`config.mk`:
```
export PLATFORM = sky130hd
export DESIGN_NAME = fill_area_scan
export DESIGN_NICKNAME = d
export VERILOG_FILES = /design/src/fillrect_pkg.sv /design/src/fill_area_scan.sv
export SDC_FILE = /design/constraint.sdc
export NUM_CORES = 1
export LEC_CHECK = 0
export BUFFER_PORTS_ARGS = -buffer_cell sky130_fd_sc_hd__buf_2
export CORE_MARGIN = 4
export CORE_UTILIZATION = 57
export CTS_BUF_LIST = sky130_fd_sc_hd__clkbuf_8
export DETAILED_ROUTE_END_ITERATION = 10
export MAX_ROUTING_LAYER = met4
export PLACE_DENSITY = 0.94
export SYNTH_ARGS = -nofsm -noshare
export SYNTH_HDL_FRONTEND = slang
export SYNTH_SLANG_ARGS = --single-unit
```
`constraint.sdc`:
```
create_clock -name clk -period 10.4 [get_ports clk]
set_clock_uncertainty 0.2 [all_clocks]
set_input_delay 2.08 -clock clk [delete_from_list [all_inputs] [get_ports clk]]
set_output_delay 2.08 -clock clk [all_outputs]
set_load 0.05 [all_outputs]
```
`src/fillrect_pkg.sv`:
```
// ========================================
// Rectangle fill engine shared definitions
// Panel geometry, field types, bus structs
// ========================================
package fillrect_pkg;

    // Panel geometry
    localparam int unsigned PANEL_COLS = 320;
    localparam int unsigned PANEL_ROWS = 16;
    localparam int unsigned BYTES_PER_PIXEL = 3;
    localparam int unsigned COL_FIELD_BYTES = 2;

    // Total bytes held by the frame buffer
    localparam int unsigned FB_BYTES = PANEL_COLS * PANEL_ROWS * BYTES_PER_PIXEL;

    typedef logic [15:0] col_addr_t;
    typedef logic [7:0] row_addr_t;
    typedef logic [1:0] pixel_idx_t;

    // Byte 2 is the first colour byte on the command stream
    typedef struct packed {
        logic [2:0][7:0] bytes;
    } color_t;

    typedef struct packed {
        row_addr_t  row;
        col_addr_t  col;
        pixel_idx_t pixel;
    } fb_addr_t;

    typedef struct packed {
        fb_addr_t   addr;
        logic [7:0] data;
        logic       en;
    } fb_write_t;

    typedef struct packed {
        col_addr_t x1;
        row_addr_t y1;
        col_addr_t width;
        row_addr_t height;
        color_t    color;
    } fill_req_t;

endpackage

```
`src/fill_area_scan.sv`:
```
// ========================================
// Fill area scan counter
// Walks the rectangle, one byte per clock
// ========================================
`timescale 1ns/100ps

module fill_area_scan (
    input  logic                    clk,
    input  logic                    reset,
    input  logic                    start,
    input  fillrect_pkg::fill_req_t req,
    output fillrect_pkg::fb_write_t wr,
    output logic                    scan_done
);

    logic                     active;
    fillrect_pkg::pixel_idx_t pix;
    fillrect_pkg::col_addr_t  col_off;
    fillrect_pkg::row_addr_t  row_off;
    logic                     last_pix;
    logic                     last_col;
    logic                     last_row;
    logic [16:0]              col_sum;
    logic [8:0]               row_sum;

    assign last_pix = (pix == fillrect_pkg::pixel_idx_t'(fillrect_pkg::BYTES_PER_PIXEL - 1));
    assign last_col = (col_off == req.width - fillrect_pkg::col_addr_t'(1));
    assign last_row = (row_off == req.height - fillrect_pkg::row_addr_t'(1));

    // Carry out means the address wrapped, so that byte is dropped
    assign col_sum = {1'b0, req.x1} + {1'b0, col_off};
    assign row_sum = {1'b0, req.y1} + {1'b0, row_off};

    always_comb begin
        wr.addr.row = row_sum[7:0];
        wr.addr.col = col_sum[15:0];
        wr.addr.pixel = pix;
        wr.data = req.color.bytes[pix];
        wr.en = active && !col_sum[16] && !row_sum[8];
    end

    // Pixel index fastest, then column, then row
    always_ff @(posedge clk) begin
        if (reset) begin
            active <= 1'b0;
            scan_done <= 1'b0;
            pix <= '0;
            col_off <= '0;
            row_off <= '0;
        end else begin
            scan_done <= 1'b0;
            if (start) begin
                pix <= '0;
                col_off <= '0;
                row_off <= '0;
                if (req.width != '0 && req.height != '0) begin
                    active <= 1'b1;
                end else begin
                    scan_done <= 1'b1;
                end
            end else if (active) begin
                if (!last_pix) begin
                    pix <= pix + 1'b1;
                end else begin
                    pix <= '0;
                    if (!last_col) begin
                        col_off <= col_off + 1'b1;
                    end else begin
                        col_off <= '0;
                        if (!last_row) begin
                            row_off <= row_off + 1'b1;
                        end else begin
                            active <= 1'b0;
                            scan_done <= 1'b1;
                        end
                    end
                end
            end
        end
    end

endmodule

```
==> results by group, run 1 <==
Status
  – Status: completed

Placement
  – Post-Place Cell Area: 3840 um2
  – Placer Congestion: 0.909
  – Placement Setup Slack: 3.51 ns
  – DPL Wire Length: 7.08 mm
  – PortBufs: 110

STA
  – Fmax achieved: 144 MHz
  – Slew Limit Fails: 0
  – Worst-Margin Slew: 1.02 ns
  – Setup violators final: 0
  – RSZ-0062 raised after global routing: false
  – Final setup margin: 3.43 ns
  – Final hold vios: 0
  – Slew HR: 31.6%
  – Setup TNS Final: 0 ns
  – Tmin final: 6.97 ns
  – Final hold slack: 0.339 ns
  – Final Cycle Share: 67.0%

Worst setup path
  – Worst endpoint data arrival time: 4.69 ns
  – Setup CP Type: primary input to primary output
  – Required time of the worst setup path: 8.12 ns
  – Nature of the critical path endpoint: primary output
  – CP Max Fanout: 3
  – Crit start category: primary input

Clocking
  – CTS tree: yes
  – H-tree depth reported by CTS: 1
  – Clock sinks: 28
  – # resized after CTS: 0
  – Hold_buf cts: 0
  – Worst-path clk slew: 0.10 ns
  – Setup repair bufs after CTS: 0
  – Root buffer cell: clkbuf_8
  – Clock Tree Buf Depth: 2
  – CTS buffer count: 3
  – Skew-Pair Late Insertion Delay: 0.27 ns

Die
  – Chip Height: 83.5 um
  – Core Footprint: 5510 um2
  – Die Span X: 83.5 um
  – Initial Util: 59.0%
  – Die area: 6970 um2
  – Row count: 27
  – # IOs: 111

Global routing
  – Busiest grt layer: met2
  – First-pass GRT wire length: 14.1 mm
  – Grt met2 use: 44.9%
  – Aggregate global routing overflow: 0
  – Vias in the first global route: 3,432
  – Grt met1 use: 26.7%
  – Global Route met3 Usage: 3.26%
  – All-Layer GR Usage: 23.8%
  – Largest net degree at the start of global routing: 17
  – Initial antenna violation count: 0

Flow run
  – MaxCap Viol Count: 0

Synth
  – Sequential area share after synthesis: 17.3%
  – Post-synth ARST share: 0%
  – Synth top area share: 17.3%
  – Post-Syn Nets: 533
  – Yosys reg bits: 28
  – Synth warnings: 0
  – Yosys top cell by area: dfxtp_1
  – Post-Syn Area: 3250 um2
  – Synthesized instance count: 428
  – Post-synth top cells: nand2_1 (44), nor2_1 (41), xnor2_1 (29)
  – Netlist cell types: 55
  – Post-synth EDFFs: 0
  – Most used DFF post-synth: dfxtp_1
  – Count leader, synth: nand2_1
  – Synthesized area per cell: 7.59 um2
  – Synth area leaders: dfxtp_1 (17%), ha_1 (11%), xnor2_1 (7.8%)

Route
  – DRC marker count from the first detailed-route iteration: 244
  – Antenna violation net count after detailed routing: 0
  – Via count: 3,571
  – Vias per cell: 5.92
  – DRC: 0
  – DR pass1 iterations: 5
  – Final WL: 8.74 mm
  – Wirelength per Cell: 14.5 um

Power
  – Max VDD drop: 58.8 uV
  – Power Density: 74.5 nW/um2
  – Leakage: 1.74 nW
  – Total Power: 0.291 mW

Worst hold path
  – Worst min path class: flop to flop

Cells and area
  – Ant. Diodes: 0
  – Area Growth Syn to Fin: 20.4%
  – Final nets: 637
  – Share of cells above drive strength 1: 23.5%
  – Final instance area: 3910 um2
## stage by stage
step | utilization (%) | instances
finish | 71.0 | 603
detailed placement | 69.7 | 599
CTS | 71.0 | 603
global placement | 69.7 | 599
floorplan | - | 428
global route | 71.0 | 603
## routing by layer
layer,routed length (um),vias to the layer above,part of all wire (%)
li1,-,1759,-
met1,3580,1646,41
met2,4490,156,51
met3,590,10,6.8
met4,78,0,0.89
met5,0,-,0
## sequential cells by signal, indices dropped and copies added (netlist names)
name / flops
col_off: 16
row_off: 8
pix: 2
active: 1
scan_done: 1
## cell families after synthesis
| family | count (synthesis) | synth area share, % |
|---|---|---|
| compound gates | 92 | 18.8 |
| simple gates | 178 | 28.7 |
| mux | 12 | 3.70 |
| fa+ha+maj | 30 | 12.0 |
| flops | 28 | 17.3 |
| buf+inv | 32 | 3.97 |
| xor+xnor | 56 | 15.5 |
## power by group
part / total [mW] / switching (mW) / internal [mW]
combinational: 0.0951 / 0.0621 / 0.0329
clock: 0.0874 / 0.0359 / 0.0516
sequential: 0.109 / 0.00121 / 0.108
## final timing paths
check             cells past startpoint  slack, ns                      from                       end
hold reg to reg                       2       0.34   row_off[7]$_SDFFE_PP0P_   row_off[7]$_SDFFE_PP0P_
hold / removal                        2       0.34   row_off[7]$_SDFFE_PP0P_   row_off[7]$_SDFFE_PP0P_
setup / recovery                     13       3.43                   req[56]                    wr[25]
setup reg to reg                      7       7.25  col_off[13]$_SDFFE_PP0P_  col_off[15]$_SDFFE_PP0P_
## critical path: stages
cell and delay [ns]:
buf_2 0.10, ha_1 0.20, inv_1 0.07, fa_1 0.23
nor2b_1 0.06, o21ai_0 0.21, a21o_1 0.18, a31oi_1 0.15
a41o_1 0.30, or4_1 0.43, a31oi_1 0.26, xnor2_1 0.14
buf_2 0.28
## placed cells by master (no fill, tap or decap), types with 6 or more instances in the layout
master	count
nand2_1	44
o211ai_1	7
xor2_1	26
nor3_1	6
o21a_1	6
a21oi_1	17
ha_1	28
dfxtp_1	28
buf_2	110
nor2_1	41
o21ai_0	23
inv_1	21
xnor2_1	29
nand2b_1	6
nand4_1	9
or4_1	10
mux2i_1	12
nor4_1	7
nand3_1	12
or3_1	9
and3_1	8
## area by class of cell
cell class                 count  area, um2
multi-input combinational    368       2560
fill                         428       1600
sequential                    28        561
timing repair buffer         110        551
tap                           72       90.1
inverter                      21       78.8
clock buffer                   3       41.3
clock inverter                 1       30.0
(Power assumes the default switching activity.)
==> run 2, diff against run 1 <==
--- a/config.mk
+++ b/config.mk
@@ -7,11 +7,11 @@
 export LEC_CHECK = 0
 export BUFFER_PORTS_ARGS = -buffer_cell sky130_fd_sc_hd__buf_2
 export CORE_MARGIN = 4
-export CORE_UTILIZATION = 57
+export CORE_UTILIZATION = 53
 export CTS_BUF_LIST = sky130_fd_sc_hd__clkbuf_8
 export DETAILED_ROUTE_END_ITERATION = 10
 export MAX_ROUTING_LAYER = met4
-export PLACE_DENSITY = 0.94
+export PLACE_DENSITY = 0.89
 export SYNTH_ARGS = -nofsm -noshare
 export SYNTH_HDL_FRONTEND = slang
 export SYNTH_SLANG_ARGS = --single-unit
==> constraint.sdc (replaced) <==
create_clock -name clk -period 7.2 [get_ports clk]
set_clock_uncertainty 0.2 [all_clocks]
set_input_delay 1.44 -clock clk [delete_from_list [all_inputs] [get_ports clk]]
set_output_delay 1.44 -clock clk [all_outputs]
set_load 0.05 [all_outputs]
==> run 2 against run 1 <==
Effect of this change:
- setup slack worse by 1.8 ns
- worst hold slack got worse by 0.0076 ns
- via count is 3.4% lower
- highest routed layer unchanged
==> results by group, run 2 (synthesis results as in run 1) <==
Cells and area
  – Most common cell after layout, fill and taps aside: buf_2
  – Post-route core utilization: 66.1%
  – Footprint of the multi-input gates: 2560 um2
  – Share of cells above drive strength 1: 23.5%
  – Most frequent cells in the layout: buf_2 (110), nand2_1 (44), nor2_1 (41), xnor2_1 (29)
  – Final nets: 637
  – Top flop regs: col_off (16), row_off (8), pix (2)
  – Largest register FFs: 16
  – Post-route insts no fill: 606
  – Final instance area: 3920 um2
  – Area Growth Syn to Fin: 20.5%
  – Filler instances: 490
  – Ant. Diodes: 0
  – Register Area: 561 um2
  – Top reg by flops: col_off

Placement
  – Placement Setup Slack: 1.65 ns
  – DPL Wire Length: 6.73 mm
  – Placer Congestion: 0.848
  – Post-Place Cell Area: 3840 um2
  – PortBufs: 110
  – Placed Cells: 602

Worst setup path
  – Setup CP Type: primary input to primary output
  – Reg2reg end: col_off[3]$_SDFFE_PP0P_
  – Worst-path cell chain: buf_2, ha_1, inv_1, fa_1, nor2b_1, o21ai_0, a21o_1, a31oi_1, a41o_1, or4_1, a31oi_1, xnor2_1, buf_2
  – Flop2flop setup slack: 4.14 ns
  – CP max stage delay: 0.39 ns
  – CP Max Fanout: 3
  – Nature of the critical path endpoint: primary output
  – Worst setup startpoint: req[56]
  – Reg2Reg Depth: 7
  – Critical path destination: wr[25]
  – R2r startpoint: col_off[13]$_SDFFE_PP0P_
  – Worst endpoint data arrival time: 3.91 ns
  – Required time of the worst setup path: 5.56 ns
  – Slowest cell on the critical path: or4_1
  – Crit start category: primary input

Global routing
  – Vias in the first global route: 3,285
  – Largest net degree at the start of global routing: 17
  – First-pass GRT wire length: 13.6 mm
  – All-Layer GR Usage: 22.0%
  – Initial antenna violation count: 0
  – Aggregate global routing overflow: 0

Power
  – Max VDD drop: 92.3 uV
  – Total Power: 0.417 mW
  – Leakage: 1.74 nW
  – Power Density: 107 nW/um2

Worst hold path
  – Worst min path class: flop to flop

Route
  – DRC marker count from the first detailed-route iteration: 197
  – Routed metal-1 wire length: 3.40 mm
  – Vias per cell: 5.69
  – Via count: 3,450
  – DR pass1 iterations: 4
  – Length of routed met2 wiring: 4.14 mm
  – Wirelength per Cell: 13.4 um
  – Routed wl met3: 539 um
  – Antenna violation net count after detailed routing: 0
  – Final WL: 8.12 mm
  – Max Used Layer: met4
  – DRC: 0

Clocking
  – Setup repair bufs after CTS: 0
  – CTS tree: yes
  – Worst-path clk slew: 0.10 ns
  – CTS buffer count: 3
  – Skew-Pair Late Insertion Delay: 0.27 ns
  – Root buffer cell: clkbuf_8
  – H-tree depth reported by CTS: 1
  – Hold_buf cts: 0
  – Clock sinks: 28
  – Clock Tree Buf Depth: 2
  – # resized after CTS: 0

Flow run
  – MaxCap Viol Count: 0

STA
  – Final hold slack: 0.331 ns
  – Final Cycle Share: 77.0%
  – Worst-Margin Slew: 0.980 ns
  – Fmax achieved: 180 MHz
  – RSZ-0062 raised after global routing: false
  – Tmin final: 5.55 ns
  – Setup violators final: 0
  – Final setup margin: 1.65 ns
  – Slew Limit Fails: 0
  – Slew HR: 34.2%
  – Final hold vios: 0
  – Setup TNS Final: 0 ns

Die
  – Die Span X: 86.3 um
  – # IOs: 111
  – Chip Height: 86.3 um
  – Row count: 28
  – Core Footprint: 5920 um2
  – Die area: 7450 um2
  – Initial Util: 54.9%

Status
  – Status: completed
==> run 2: how the worst min path moves through the flow <==
stage	startpoint	end	slack, ns	cells past startpoint
floorplan	row_off[7]$_SDFFE_PP0P_	row_off[7]$_SDFFE_PP0P_	0.27	2
global placement	row_off[7]$_SDFFE_PP0P_	row_off[7]$_SDFFE_PP0P_	0.32	2
detailed placement	row_off[7]$_SDFFE_PP0P_	row_off[7]$_SDFFE_PP0P_	0.32	2
CTS	row_off[7]$_SDFFE_PP0P_	row_off[7]$_SDFFE_PP0P_	0.34	2
global route	row_off[7]$_SDFFE_PP0P_	row_off[7]$_SDFFE_PP0P_	0.36	2
finish	row_off[7]$_SDFFE_PP0P_	row_off[7]$_SDFFE_PP0P_	0.33	2
==> run 2: per-layer routing <==
layer | vias to the layer above | track usage (%)
met2 | 100 | 41.6
li1 | 1773 | -
met3 | 6 | 2.76
met4 | 0 | 3.54
met5 | - | -
met1 | 1571 | 25.1
==> run 2: area by class of cell <==
class,instances,area share [%]
well taps,75,2.40
clock inverters,1,0.767
multi-input cells,368,65.4
clock buffers,3,1.05
inverters,21,2.01
repair buffers,110,14.1
flip-flops and latches,28,14.3
==> run 2: power breakdown <==
group	internal (mW)	switching [mW]	total [mW]
combinational	0.0476	0.0882	0.136
clock	0.0744	0.0495	0.124
sequential	0.155	0.00178	0.157
==> run 2: critical path, delay by kind of cell <==
family | cells | cell delay [ns]
compound gates | 5 | 1.01
simple gates | 2 | 0.45
buf+inv | 3 | 0.44
fa+ha+maj | 2 | 0.43
xor+xnor | 1 | 0.13
