--- src/fillrect_pkg.sv ---
// ========================================
// Rectangle fill engine shared definitions
// Panel geometry, field types, bus structs
// ========================================
package fillrect_pkg;

    // Panel geometry
    localparam int unsigned PANEL_COLS = 320;
    localparam int unsigned PANEL_ROWS = 16;
    localparam int unsigned BYTES_PER_PIXEL = 3;
    localparam int unsigned COL_FIELD_BYTES = 2;

    // Total bytes held by the frame buffer
    localparam int unsigned FB_BYTES = PANEL_COLS * PANEL_ROWS * BYTES_PER_PIXEL;

    typedef logic [15:0] col_addr_t;
    typedef logic [7:0] row_addr_t;
    typedef logic [1:0] pixel_idx_t;

    // Byte 2 is the first colour byte on the command stream
    typedef struct packed {
        logic [2:0][7:0] bytes;
    } color_t;

    typedef struct packed {
        row_addr_t  row;
        col_addr_t  col;
        pixel_idx_t pixel;
    } fb_addr_t;

    typedef struct packed {
        fb_addr_t   addr;
        logic [7:0] data;
        logic       en;
    } fb_write_t;

    typedef struct packed {
        col_addr_t x1;
        row_addr_t y1;
        col_addr_t width;
        row_addr_t height;
        color_t    color;
    } fill_req_t;

endpackage

--- src/fillrect_cmd_fsm.sv ---
// ========================================
// Fill command FSM
// Captures command bytes, sequences a fill
// ========================================
`timescale 1ns/100ps

module fillrect_cmd_fsm (
    input  logic                    clk,
    input  logic                    reset,
    input  logic [7:0]              data_in,
    input  logic                    enable,
    input  logic                    scan_done,
    output logic                    ready_for_data,
    output logic                    start,
    output fillrect_pkg::fill_req_t req,
    output logic                    done
);

    typedef enum logic [2:0] {
        ST_X1,
        ST_Y1,
        ST_WIDTH,
        ST_HEIGHT,
        ST_COLOR,
        ST_START,
        ST_RUNNING,
        ST_DONE
    } state_t;

    state_t                   state;
    fillrect_pkg::pixel_idx_t byte_cnt;
    logic                     accept;

    assign accept = enable && ready_for_data;

    // One cycle pulse to the scan counter
    assign start = (state == ST_START);

    always_ff @(posedge clk) begin
        if (reset) begin
            state <= ST_X1;
            byte_cnt <= fillrect_pkg::pixel_idx_t'(fillrect_pkg::COL_FIELD_BYTES - 1);
            ready_for_data <= 1'b1;
            done <= 1'b0;
            req <= '0;
        end else begin
            case (state)
                ST_X1: begin
                    if (accept) begin
                        // High byte arrives first
                        req.x1 <= {req.x1[7:0], data_in};
                        if (byte_cnt == '0) begin
                            byte_cnt <= fillrect_pkg::pixel_idx_t'(
                                fillrect_pkg::COL_FIELD_BYTES - 1);
                            state <= ST_Y1;
                        end else begin
                            byte_cnt <= byte_cnt - 1'b1;
                        end
                    end
                end
                ST_Y1: begin
                    if (accept) begin
                        req.y1 <= data_in;
                        state <= ST_WIDTH;
                    end
                end
                ST_WIDTH: begin
                    if (accept) begin
                        req.width <= {req.width[7:0], data_in};
                        if (byte_cnt == '0) begin
                            state <= ST_HEIGHT;
                        end else begin
                            byte_cnt <= byte_cnt - 1'b1;
                        end
                    end
                end
                ST_HEIGHT: begin
                    if (accept) begin
                        req.height <= data_in;
                        byte_cnt <= fillrect_pkg::pixel_idx_t'(
                            fillrect_pkg::BYTES_PER_PIXEL - 1);
                        state <= ST_COLOR;
                    end
                end
                ST_COLOR: begin
                    if (accept) begin
                        req.color.bytes[byte_cnt] <= data_in;
                        if (byte_cnt == '0) begin
                            ready_for_data <= 1'b0;
                            state <= ST_START;
                        end else begin
                            byte_cnt <= byte_cnt - 1'b1;
                        end
                    end
                end
                ST_START: begin
                    state <= ST_RUNNING;
                end
                ST_RUNNING: begin
                    if (scan_done) begin
                        done <= 1'b1;
                        state <= ST_DONE;
                    end
                end
                ST_DONE: begin
                    // Back to idle, request cleared for the next command
                    done <= 1'b0;
                    ready_for_data <= 1'b1;
                    req <= '0;
                    byte_cnt <= fillrect_pkg::pixel_idx_t'(fillrect_pkg::COL_FIELD_BYTES - 1);
                    state <= ST_X1;
                end
                default: begin
                    state <= ST_X1;
                end
            endcase
        end
    end

endmodule

--- config.mk ---
export PLATFORM = sky130hd
export DESIGN_NAME = fillrect_cmd_fsm
export DESIGN_NICKNAME = d
export VERILOG_FILES = /design/src/fillrect_pkg.sv /design/src/fillrect_cmd_fsm.sv
export SDC_FILE = /design/constraint.sdc
export NUM_CORES = 1
export LEC_CHECK = 0
export BUFFER_PORTS_ARGS = -buffer_cell sky130_fd_sc_hd__buf_2
export CAP_MARGIN = 5
export CORE_UTILIZATION = 34
export CTS_CLUSTER_DIAMETER = 60
export DETAILED_ROUTE_END_ITERATION = 8
export SYNTH_ARGS = -nofsm -noshare
export SYNTH_HDL_FRONTEND = slang
export SYNTH_SLANG_ARGS = --single-unit
export TNS_END_PERCENT = 1
--- constraint.sdc ---
create_clock -name clk -period 3 [get_ports clk]
set_clock_uncertainty 0.2 [all_clocks]
set_input_delay 0.6 -clock clk [delete_from_list [all_inputs] [get_ports clk]]
set_output_delay 0.6 -clock clk [all_outputs]
set_load 0.05 [all_outputs]
==> metrics, run 1 <==
WP data required just over 3000 ps; post-CTS sizing 0; synthesized area per cell between 8 and 9 um2; crit end category flip-flop; status completed; dpl hpwl between 5000 and 6000 um; CP max-delay cell ha_1; routability cong. 0.855; TritonCTS Sinks around 80; Nets 485; Worst Setup SP state[0]; Routed wire per std cell about 14 um; hold buffer count at CTS 0; FF-to-FF setup slack between 600 and 700 ps; critical path class flip-flop to flip-flop; syn nets just over 400; Static Leakage ~0.0017 uW; Die H between 90 and 100 um; Post-synth EDFFs 0; worst slew pin tran between 600 and 700 ps; Initial Util 0.350; Stages on worst setup path 6; final cell utilization of the core 0.426; Pwr Density just under 700 nW/um2; Final Setup Violations 0; CTS tree yes; Detailed Route Iter0 Violations between 150 and 200; core area 9200 um2; largest family of logic cells by synthesized area simple AND/OR/NAND/NOR gates; Worst setup endpoint state[0]; initial antenna violation count 0; grt ovf 0; antenna violation net count after detailed routing 0; crit path time final 2390 ps; HP Class flip-flop to flip-flop; Top delay family on crit path simple AND/OR/NAND/NOR gates; clock buffer depth 2; register area share after synthesis 0.492; # diodes 0; WL final between 8000 and 9000 um; Die X just under 100 um; crit-path cells inv_1 -> ha_1 -> nor3_1 -> o32ai_1 -> nor4_2 -> mux2_2; worst skew pair latency 350 ps; Post-synth top flop dfxtp_1; crit share post-route 0.797; unrepaired setup endpoints after global routing false; max cap viols 0; Num CTS Buffers 9; FMAX 0.418 GHz; Total GRT Usage 0.173; routed vias/inst just over 5; H-tree depth 3; flops & latches, synth between 70 and 80; first-pass GRT wire length between 10000 and 15000 um; buffers and inverters on the worst path 1; Post-CTS Setup Bufs 0; post-synthesis cell area 3210 um2; Adder-Cell Fraction of Synth Area 0.0350; root buffer cell clkbuf_8; Residual DRC 0; Max VDD drop approximately 0.32 mV; Max Fanout on Critical Path 19; setup TNS 0 ps; Async S/R FF share, synth 0; post-synthesis xor/xnor area fraction 0; Power, Total around 2700 uW; mux contribution to synthesized area 0.0160; worst rel slew slack 0.598; Synth cell types 42; Crit Reg-Reg Startpoint state[0]; maximum number of pins on one net before global-route repair 33; share of cells above drive strength 1 0.243; final hold violation count 0; Reg-to-Reg End state[0]; Synth Area in Simple Gates 0.226; CP Launch Type flip-flop; vias between 2000 and 3000; Area Growth Syn to Fin 21.9%; Worst EP arrival between 2000 and 2500 ps; vias in the first global route ~2700; drt pass-1 iters 4; Clk pin slew, worst setup/hold paths around 90 ps; Synthesis Warnings 0; die area 9850 um2; HP Start req[45]; number of port buffers 86; R2R cell count 6; row count 35; Max Transition Viols Final 0; Mapped Cells a little under 400; I/O pins 87; slowest stage delay, CP around 400 ps; Compound-Gate Fraction of Synth Area 0.188
flip-flops by register name (all words and copies together), names as in the netlist:
name and cells:
byte_cnt 2, done 1, ready_for_data 1, req 72, state 3
placed cells by master (no fill, tap or decap), types with 3 or more instances in the layout:
master	n
nand2_1	87
buf_2	86
dfxtp_1	79
a21oi_1	54
nor2_1	36
nand3_1	27
a22oi_1	25
clkbuf_8	10
ha_1	9
inv_1	6
mux2i_1	4
buf_4	4
and2_1	3
a21o_1	3
nor3_1	3
o21ai_0	3
where the power goes:
part           switching [uW]  total, uW  internal, uW
clock                     387        879           492
sequential               40.4       1140          1100
combinational             441        637           197
kinds of logic (layout without fill, tap and decap cells):
logic type	count (synthesis)	in the layout
and+or+nand+nor	168	168
AOI/OAI and AO/OA	96	96
DFF	79	79
buffers and inverters	30	112
adders and majority gates	9	9
muxes	5	5
synth_stat cells (2+ instances only):
cell | instances | area (um2)
inv_1 | 6 | 22.5
nand4b_1 | 2 | 17.5
and2_1 | 3 | 18.8
a21oi_1 | 54 | 270
mux2i_1 | 4 | 40.0
a22oi_1 | 25 | 188
nand2_1 | 87 | 327
ha_1 | 9 | 113
buf_1 | 3 | 11.3
clkbuf_1 | 12 | 45.0
nand3_1 | 27 | 135
buf_6 | 2 | 22.5
nor2_1 | 36 | 135
o21ai_0 | 3 | 15.0
dfxtp_1 | 79 | 1580
buf_2 | 5 | 25.0
nor3_1 | 3 | 15.0
a21o_1 | 3 | 22.5
worst min-delay path by stage:
| stage | slack, ps | endpoint | cells past startpoint |
|---|---|---|---|
| 2_1_floorplan | 270 | state[1] | 2 |
| 3_3_place_gp | 240 | req[47] | 2 |
| 3_5_place_dp | 240 | req[65] | 2 |
| 4_1_cts | 250 | req[65] | 2 |
| 5_1_grt | 270 | req[46] | 2 |
| 6_report | 250 | req[45] | 2 |
cell type report:
type | count | area, um2
clock buffers | 11 | 141
clock inverters | 5 | 78.8
fillers | 943 | 5280
inverters | 6 | 22.5
multi-input cells | 278 | 1490
flip-flops and latches | 79 | 1580
well taps | 111 | 139
repair buffers | 90 | 460
stage by stage:
| stage | hold slack, ps | cell area (um2) | std cells | worst slack [ps] |
|---|---|---|---|---|
| floorplan | 268 | 3210 | 387 | 870 |
| global placement | 237 | 3700 | 564 | 753 |
| detailed placement | 243 | 3700 | 564 | 631 |
| CTS | 255 | 3920 | 580 | 607 |
| global route | 274 | 3920 | 580 | 415 |
| finish | 251 | 3920 | 580 | 609 |
metal layers:
metal,track usage,up-vias,part of all wire
li1,-,1472,-
met1,0.218,1354,0.45
met2,0.290,88,0.48
met3,0.0464,11,0.060
met4,0.0543,0,0.012
met5,0,-,0
worst reg2reg max path, stage by stage, from the launching register on:
cell and delay (ps):
dfxtp_1 380, inv_1 90, ha_1 410, nor3_1 270, o32ai_1 140, nor4_2 410, mux2_2 380
Power figures use the tool's default switching activity.
==> inputs of run 2 (changes only) <==
Clock period 3 ns to 2.5 ns, I/O delays scaled along.
==> metrics, run 2 (same netlist as run 1, synthesis figures left out) <==
status completed; Clk pin slew, worst setup/hold paths 80 ps (about the same); clock buffer depth 2 (unchanged); maximum number of pins on one net before global-route repair 33 (unchanged); Filler Cell Count 931 (-1.3%); setup TNS 0 ps (unchanged); HP Start req[47]; switching power 1050 uW (+21%); routability cong. 0.916 (+7.2%); Num CTS Buffers 9 (unchanged); Static Leakage 0.00167 uW (about the same); Pwr Density 794 nW/um2 (+17%); Crit Reg-Reg Startpoint state[0]; Die H 99.2 um (unchanged); Pint 2060 uW (+15%); CP Launch Type flip-flop; Nets 488 (+0.62%); hold path depth 2 (unchanged); Area Growth Syn to Fin 21.9% (unchanged); WL final 8330 um (-0.16%); crit share post-route 0.910; first-pass GRT wire length 13300 um (-0.16%); initial antenna violation count 0 (unchanged); worst-case hold path end point req[47]; vias 2937 (+0.41%); CP max-delay cell dfxtp_1; dpl cell area 3720 um2 (+0.61%); CTS tree yes; number of port buffers 86 (unchanged); worst slew pin tran 618 ps (+15.4 ps); post-CTS sizing 0 (unchanged); FF-to-FF setup slack 360 ps (-250 ps); Detailed Route Iter0 Violations 155 (-10%); Max Fanout on Critical Path 20 (+1); Die X 99.2 um (unchanged); R2R cell count 6 (unchanged); crit-path cells and2_1 -> buf_2; drt pass-1 iters 5 (+1); Post-Layout Inst Area 3920 um2 (unchanged); Largest regs req x72, state x3, byte_cnt x2; critical path class flip-flop to output pin; antenna violation net count after detailed routing 0 (unchanged); most frequent cells in the layout nand2_1, buf_2, dfxtp_1, a21oi_1, nor2_1; grt ovf 0 (unchanged); # diodes 0 (unchanged); routed vias/inst 5.04 (-0.11%); root buffer cell clkbuf_8; TritonCTS Sinks 79 (unchanged); hold buffer count at CTS 0 (unchanged); Max Transition Viols Final 0 (unchanged); Worst EP arrival 1580 ps (-840 ps); switching share of power 0.338 (+0.0120); H-tree depth 3 (unchanged); HP Class flip-flop to flip-flop; worst skew pair latency 350 ps (about the same); crit end category output pin; commonest non-fill, non-tap cell in the layout nand2_1; worst rel slew slack 0.588 (-0.0103); die area 9850 um2 (unchanged); hold slack 248 ps (-3.46 ps); Residual DRC 0 (unchanged); Reg-to-Reg End state[0]; Post-CTS Setup Bufs 0 (unchanged); Final Setup Violations 0 (unchanged); slowest stage delay, CP 720 ps (+310 ps); max cap viols 0 (unchanged); row count 35 (unchanged); clock network power share 0.308 (-0.023); share of cells above drive strength 1 0.248 (+0.00481); fin cells 583 (+0.52%); unrepaired setup endpoints after global routing false; dpl hpwl 5670 um (about the same); FMAX ~0.44 GHz; Max VDD drop 0.333 mV (+4.9%); core area 9200 um2 (unchanged); crit path time final about 2300 ps; placed cells 567 (+0.53%); Largest Register req; Total GRT Usage 0.175 (+0.00112); Routed wire per std cell 14.3 um (-0.67%); WP data required 1800 ps (-1230 ps); I/O pins 87 (unchanged); multi-input logic area 1490 um2 (unchanged); storage element area 1580 um2 (unchanged); Initial Util 0.350 (unchanged); max FFs per register 72 (unchanged); Combinational Power Share 0.251 (+0.011); final hold violation count 0 (unchanged); sequential share of power 0.441 (+0.011); vias in the first global route 2736 (+1.5%)
## run 2: cell count changes in the layout (fill, tap and decap cells not counted), sizes merged
cell and change:
buf +3, bufinv -1, clkinvlp +1
## run 2: layout make-up
cell class / count / area share
Inverter: 6 / 0.00575
Multi-Input combinational cell: 278 / 0.381
Sequential cell: 79 / 0.404
Clock buffer: 11 / 0.0361
Clock inverter: 5 / 0.0144
Timing Repair Buffer: 93 / 0.123
Tap cell: 111 / 0.0355
## run 2: worst max path at each step
stage              startpoint        to  slack [ps]  cells past startpoint
2_1_floorplan  ready_for_data  state[0]         370                      5
5_1_grt              state[2]     start         150                      2
4_1_cts              state[2]     start         210                      2
6_report             state[2]     start         220                      2
3_5_place_dp           enable  state[0]         340                      5
3_3_place_gp           enable  state[0]         390                      5
## run 2: metal layers
metal  GRT usage  vias to the layer above  routed length (um)
met2       0.287                       93                3940
met4      0.0577                        0                 114
li1            -                     1482                   -
met3      0.0682                       12                 601
met1       0.208                     1350                3680
met5           0                        -                   0
## run 2: power by group through the flow
stage / clock network (uW) / logic [uW] / registers [uW]
floorplan: 0 / 461 / 1560
global placement: 0 / 765 / 1400
detailed placement: 0 / 777 / 1400
CTS: 986 / 781 / 1370
global route: 1030 / 856 / 1380
finish: 959 / 780 / 1370
## run 2: critical path: cells and delay by family (launching register included)
| family | cells | cell delay (ps) |
|---|---|---|
| buffers and inverters | 1 | 270 |
| AND/OR/NAND/NOR | 1 | 240 |
| flip-flops | 1 | 720 |
## run 2: per-stage QoR
step / power [uW] / util / setup WS [ps]
global placement: 2170 / 0.404 / 389
global route: 3270 / 0.426 / 148
finish: 3110 / 0.426 / 224
CTS: 3140 / 0.426 / 210
floorplan: 2020 / - / 370
detailed placement: 2180 / 0.404 / 335
==> inputs of run 3 (changes only) <==
==> constraint.sdc (replaced) <==
create_clock -name clk -period 2.5 [get_ports clk]
set_clock_uncertainty 0.2 [all_clocks]
set_input_delay 0 -clock clk [delete_from_list [all_inputs] [get_ports clk]]
set_output_delay 0 -clock clk [all_outputs]
set_load 0.05 [all_outputs]
==> metrics, run 3 (same netlist as run 1, synthesis figures left out) <==
status completed; dpl hpwl 5700 um (+0.53%); HP Class flip-flop to flip-flop; vias in the first global route 2801 (+2.4%); multi-input logic area 1490 um2 (unchanged); core area 9200 um2 (unchanged); commonest non-fill, non-tap cell in the layout nand2_1; worst skew pair latency 350 ps (about the same); Static Leakage 0.00172 uW (+3.0%); Power, Total 3220 uW (+3.4%); clock buffer depth 2 (unchanged); vias 2995 (+2.0%); critical path class flip-flop to flip-flop; Initial Util 0.350 (unchanged); WP data required 2540 ps (+740 ps); hold slack 249 ps (+0.955 ps); worst slew pin tran 683 ps (+65.2 ps); die area 9850 um2 (unchanged); Detailed Route Iter0 Violations 149 (-3.9%); worst rel slew slack 0.544 (-0.0435); drt pass-1 iters 5 (unchanged); worst-case hold path end point req[47]; antenna violation net count after detailed routing 0 (unchanged); Nets 497 (+1.8%); Worst EP arrival 2270 ps (+690 ps); max FFs per register 72 (unchanged); Reg-to-Reg End state[0]; H-tree depth 3 (unchanged); R2R cell count 5 (-1); Area Growth Syn to Fin 25.5%; crit share post-route 0.893 (-0.0176); setup TNS 0 ps (unchanged); maximum number of pins on one net before global-route repair 33 (unchanged); Routed wire per std cell 14.6 um (+2.3%); Die H 99.2 um (unchanged); final cell utilization of the core 0.439 (+0.0128); grt ovf 0 (unchanged); storage element area 1580 um2 (unchanged); CTS tree yes; final hold violation count 0 (unchanged); Pwr Density 797 nW/um2 (+0.40%); HP Start req[47]; Residual DRC 0 (unchanged); Max Transition Viols Final 0 (unchanged); Largest Register req; WL final 8650 um (+3.8%); crit path time final 2230 ps (-44.1 ps); FMAX 0.448 GHz (+2.0%); Crit Reg-Reg Startpoint state[0]; Final Setup Violations 0 (unchanged); unrepaired setup endpoints after global routing false; Num CTS Buffers 9 (unchanged); CP Launch Type flip-flop; row count 35 (unchanged); routed vias/inst 5.06 (+0.42%); Max Fanout on Critical Path 14 (-30%); most frequent cells in the layout nand2_1, buf_2, dfxtp_1, a21oi_1, nor2_1; Die X 99.2 um (unchanged); number of port buffers 86 (unchanged); hold path depth 2 (unchanged); Max VDD drop 0.314 mV (-5.7%); Total GRT Usage 0.182 (+0.00788); crit end category flip-flop; FF-to-FF setup slack 270 ps (-90 ps); share of cells above drive strength 1 0.239 (-0.00880); TritonCTS Sinks 79 (unchanged); # diodes 0 (unchanged); Clk pin slew, worst setup/hold paths 80 ps (about the same); I/O pins 87 (unchanged); Filler Cell Count 927 (-0.43%); Largest regs req x72, state x3, byte_cnt x2; Post-CTS Setup Bufs 0 (unchanged); initial antenna violation count 0 (unchanged); max cap viols 0 (unchanged); routability cong. 0.826 (-9.8%); first-pass GRT wire length 14000 um (+5.0%); root buffer cell clkbuf_8
run 3: cell count changes in the layout (fill, tap and decap cells not counted), sizes merged:
cell         delta
buf             -2
bufinv          +1
clkinvlp        -1
dlygate4sd3    +11
run 3: metrics by stage:
step	setup slack, ps	cell area [um2]	std cells
after floorplan	370	3210	387
after global placement	407	3700	565
after detailed placement	316	3700	565
after CTS	291	4040	592
after global routing	81.0	4040	592
final	268	4040	592
run 3: how the worst max path moves through the flow:
| stage | from | to | slack (ps) | depth (start not counted) |
|---|---|---|---|---|
| after floorplan | ready_for_data | state[0] | 370 | 5 |
| after global placement | state[0] | state[0] | 410 | 6 |
| after detailed placement | state[0] | state[0] | 320 | 5 |
| after CTS | state[0] | state[0] | 290 | 5 |
| after global routing | state[1] | state[0] | 80 | 5 |
| final | state[0] | state[0] | 270 | 5 |
run 3: timing repair:
| action | in CTS | in global routing |
|---|---|---|
| hold buffers | 11 | 0 |
| resized for setup | 0 | 0 |
| endpoints found under the hold margin | 68 | 0 |
run 3: final cells by class:
type                    instances  share of cell area
repair buffers                102               0.143
clock buffers                  11              0.0350
multi-input cells             278               0.370
well taps                     111              0.0344
inverters                       6             0.00558
clock inverters                 5              0.0195
flip-flops and latches         79               0.392
run 3: power by group:
part	switching [uW]	leakage (uW)	internal (uW)
combinational	536	0.000967	254
sequential	48.9	0.000639	1320
clock	464	0.000114	590
total	1050	0.00172	2170
run 3: critical path, stage by stage, from the launching register on:
cell and delay (ps):
dfxtp_1 340, ha_1 380, nor3_1 230, o32ai_1 150, nor4_2 430, mux2_2 390
run 3: metal layers:
layer  global-route usage  part of all wire  up-vias
met5                    0                 0        -
met4               0.0690             0.017        0
met3               0.0534             0.052       15
met2                0.299              0.47       81
met1                0.227              0.46     1397
li1                     -                 -     1502
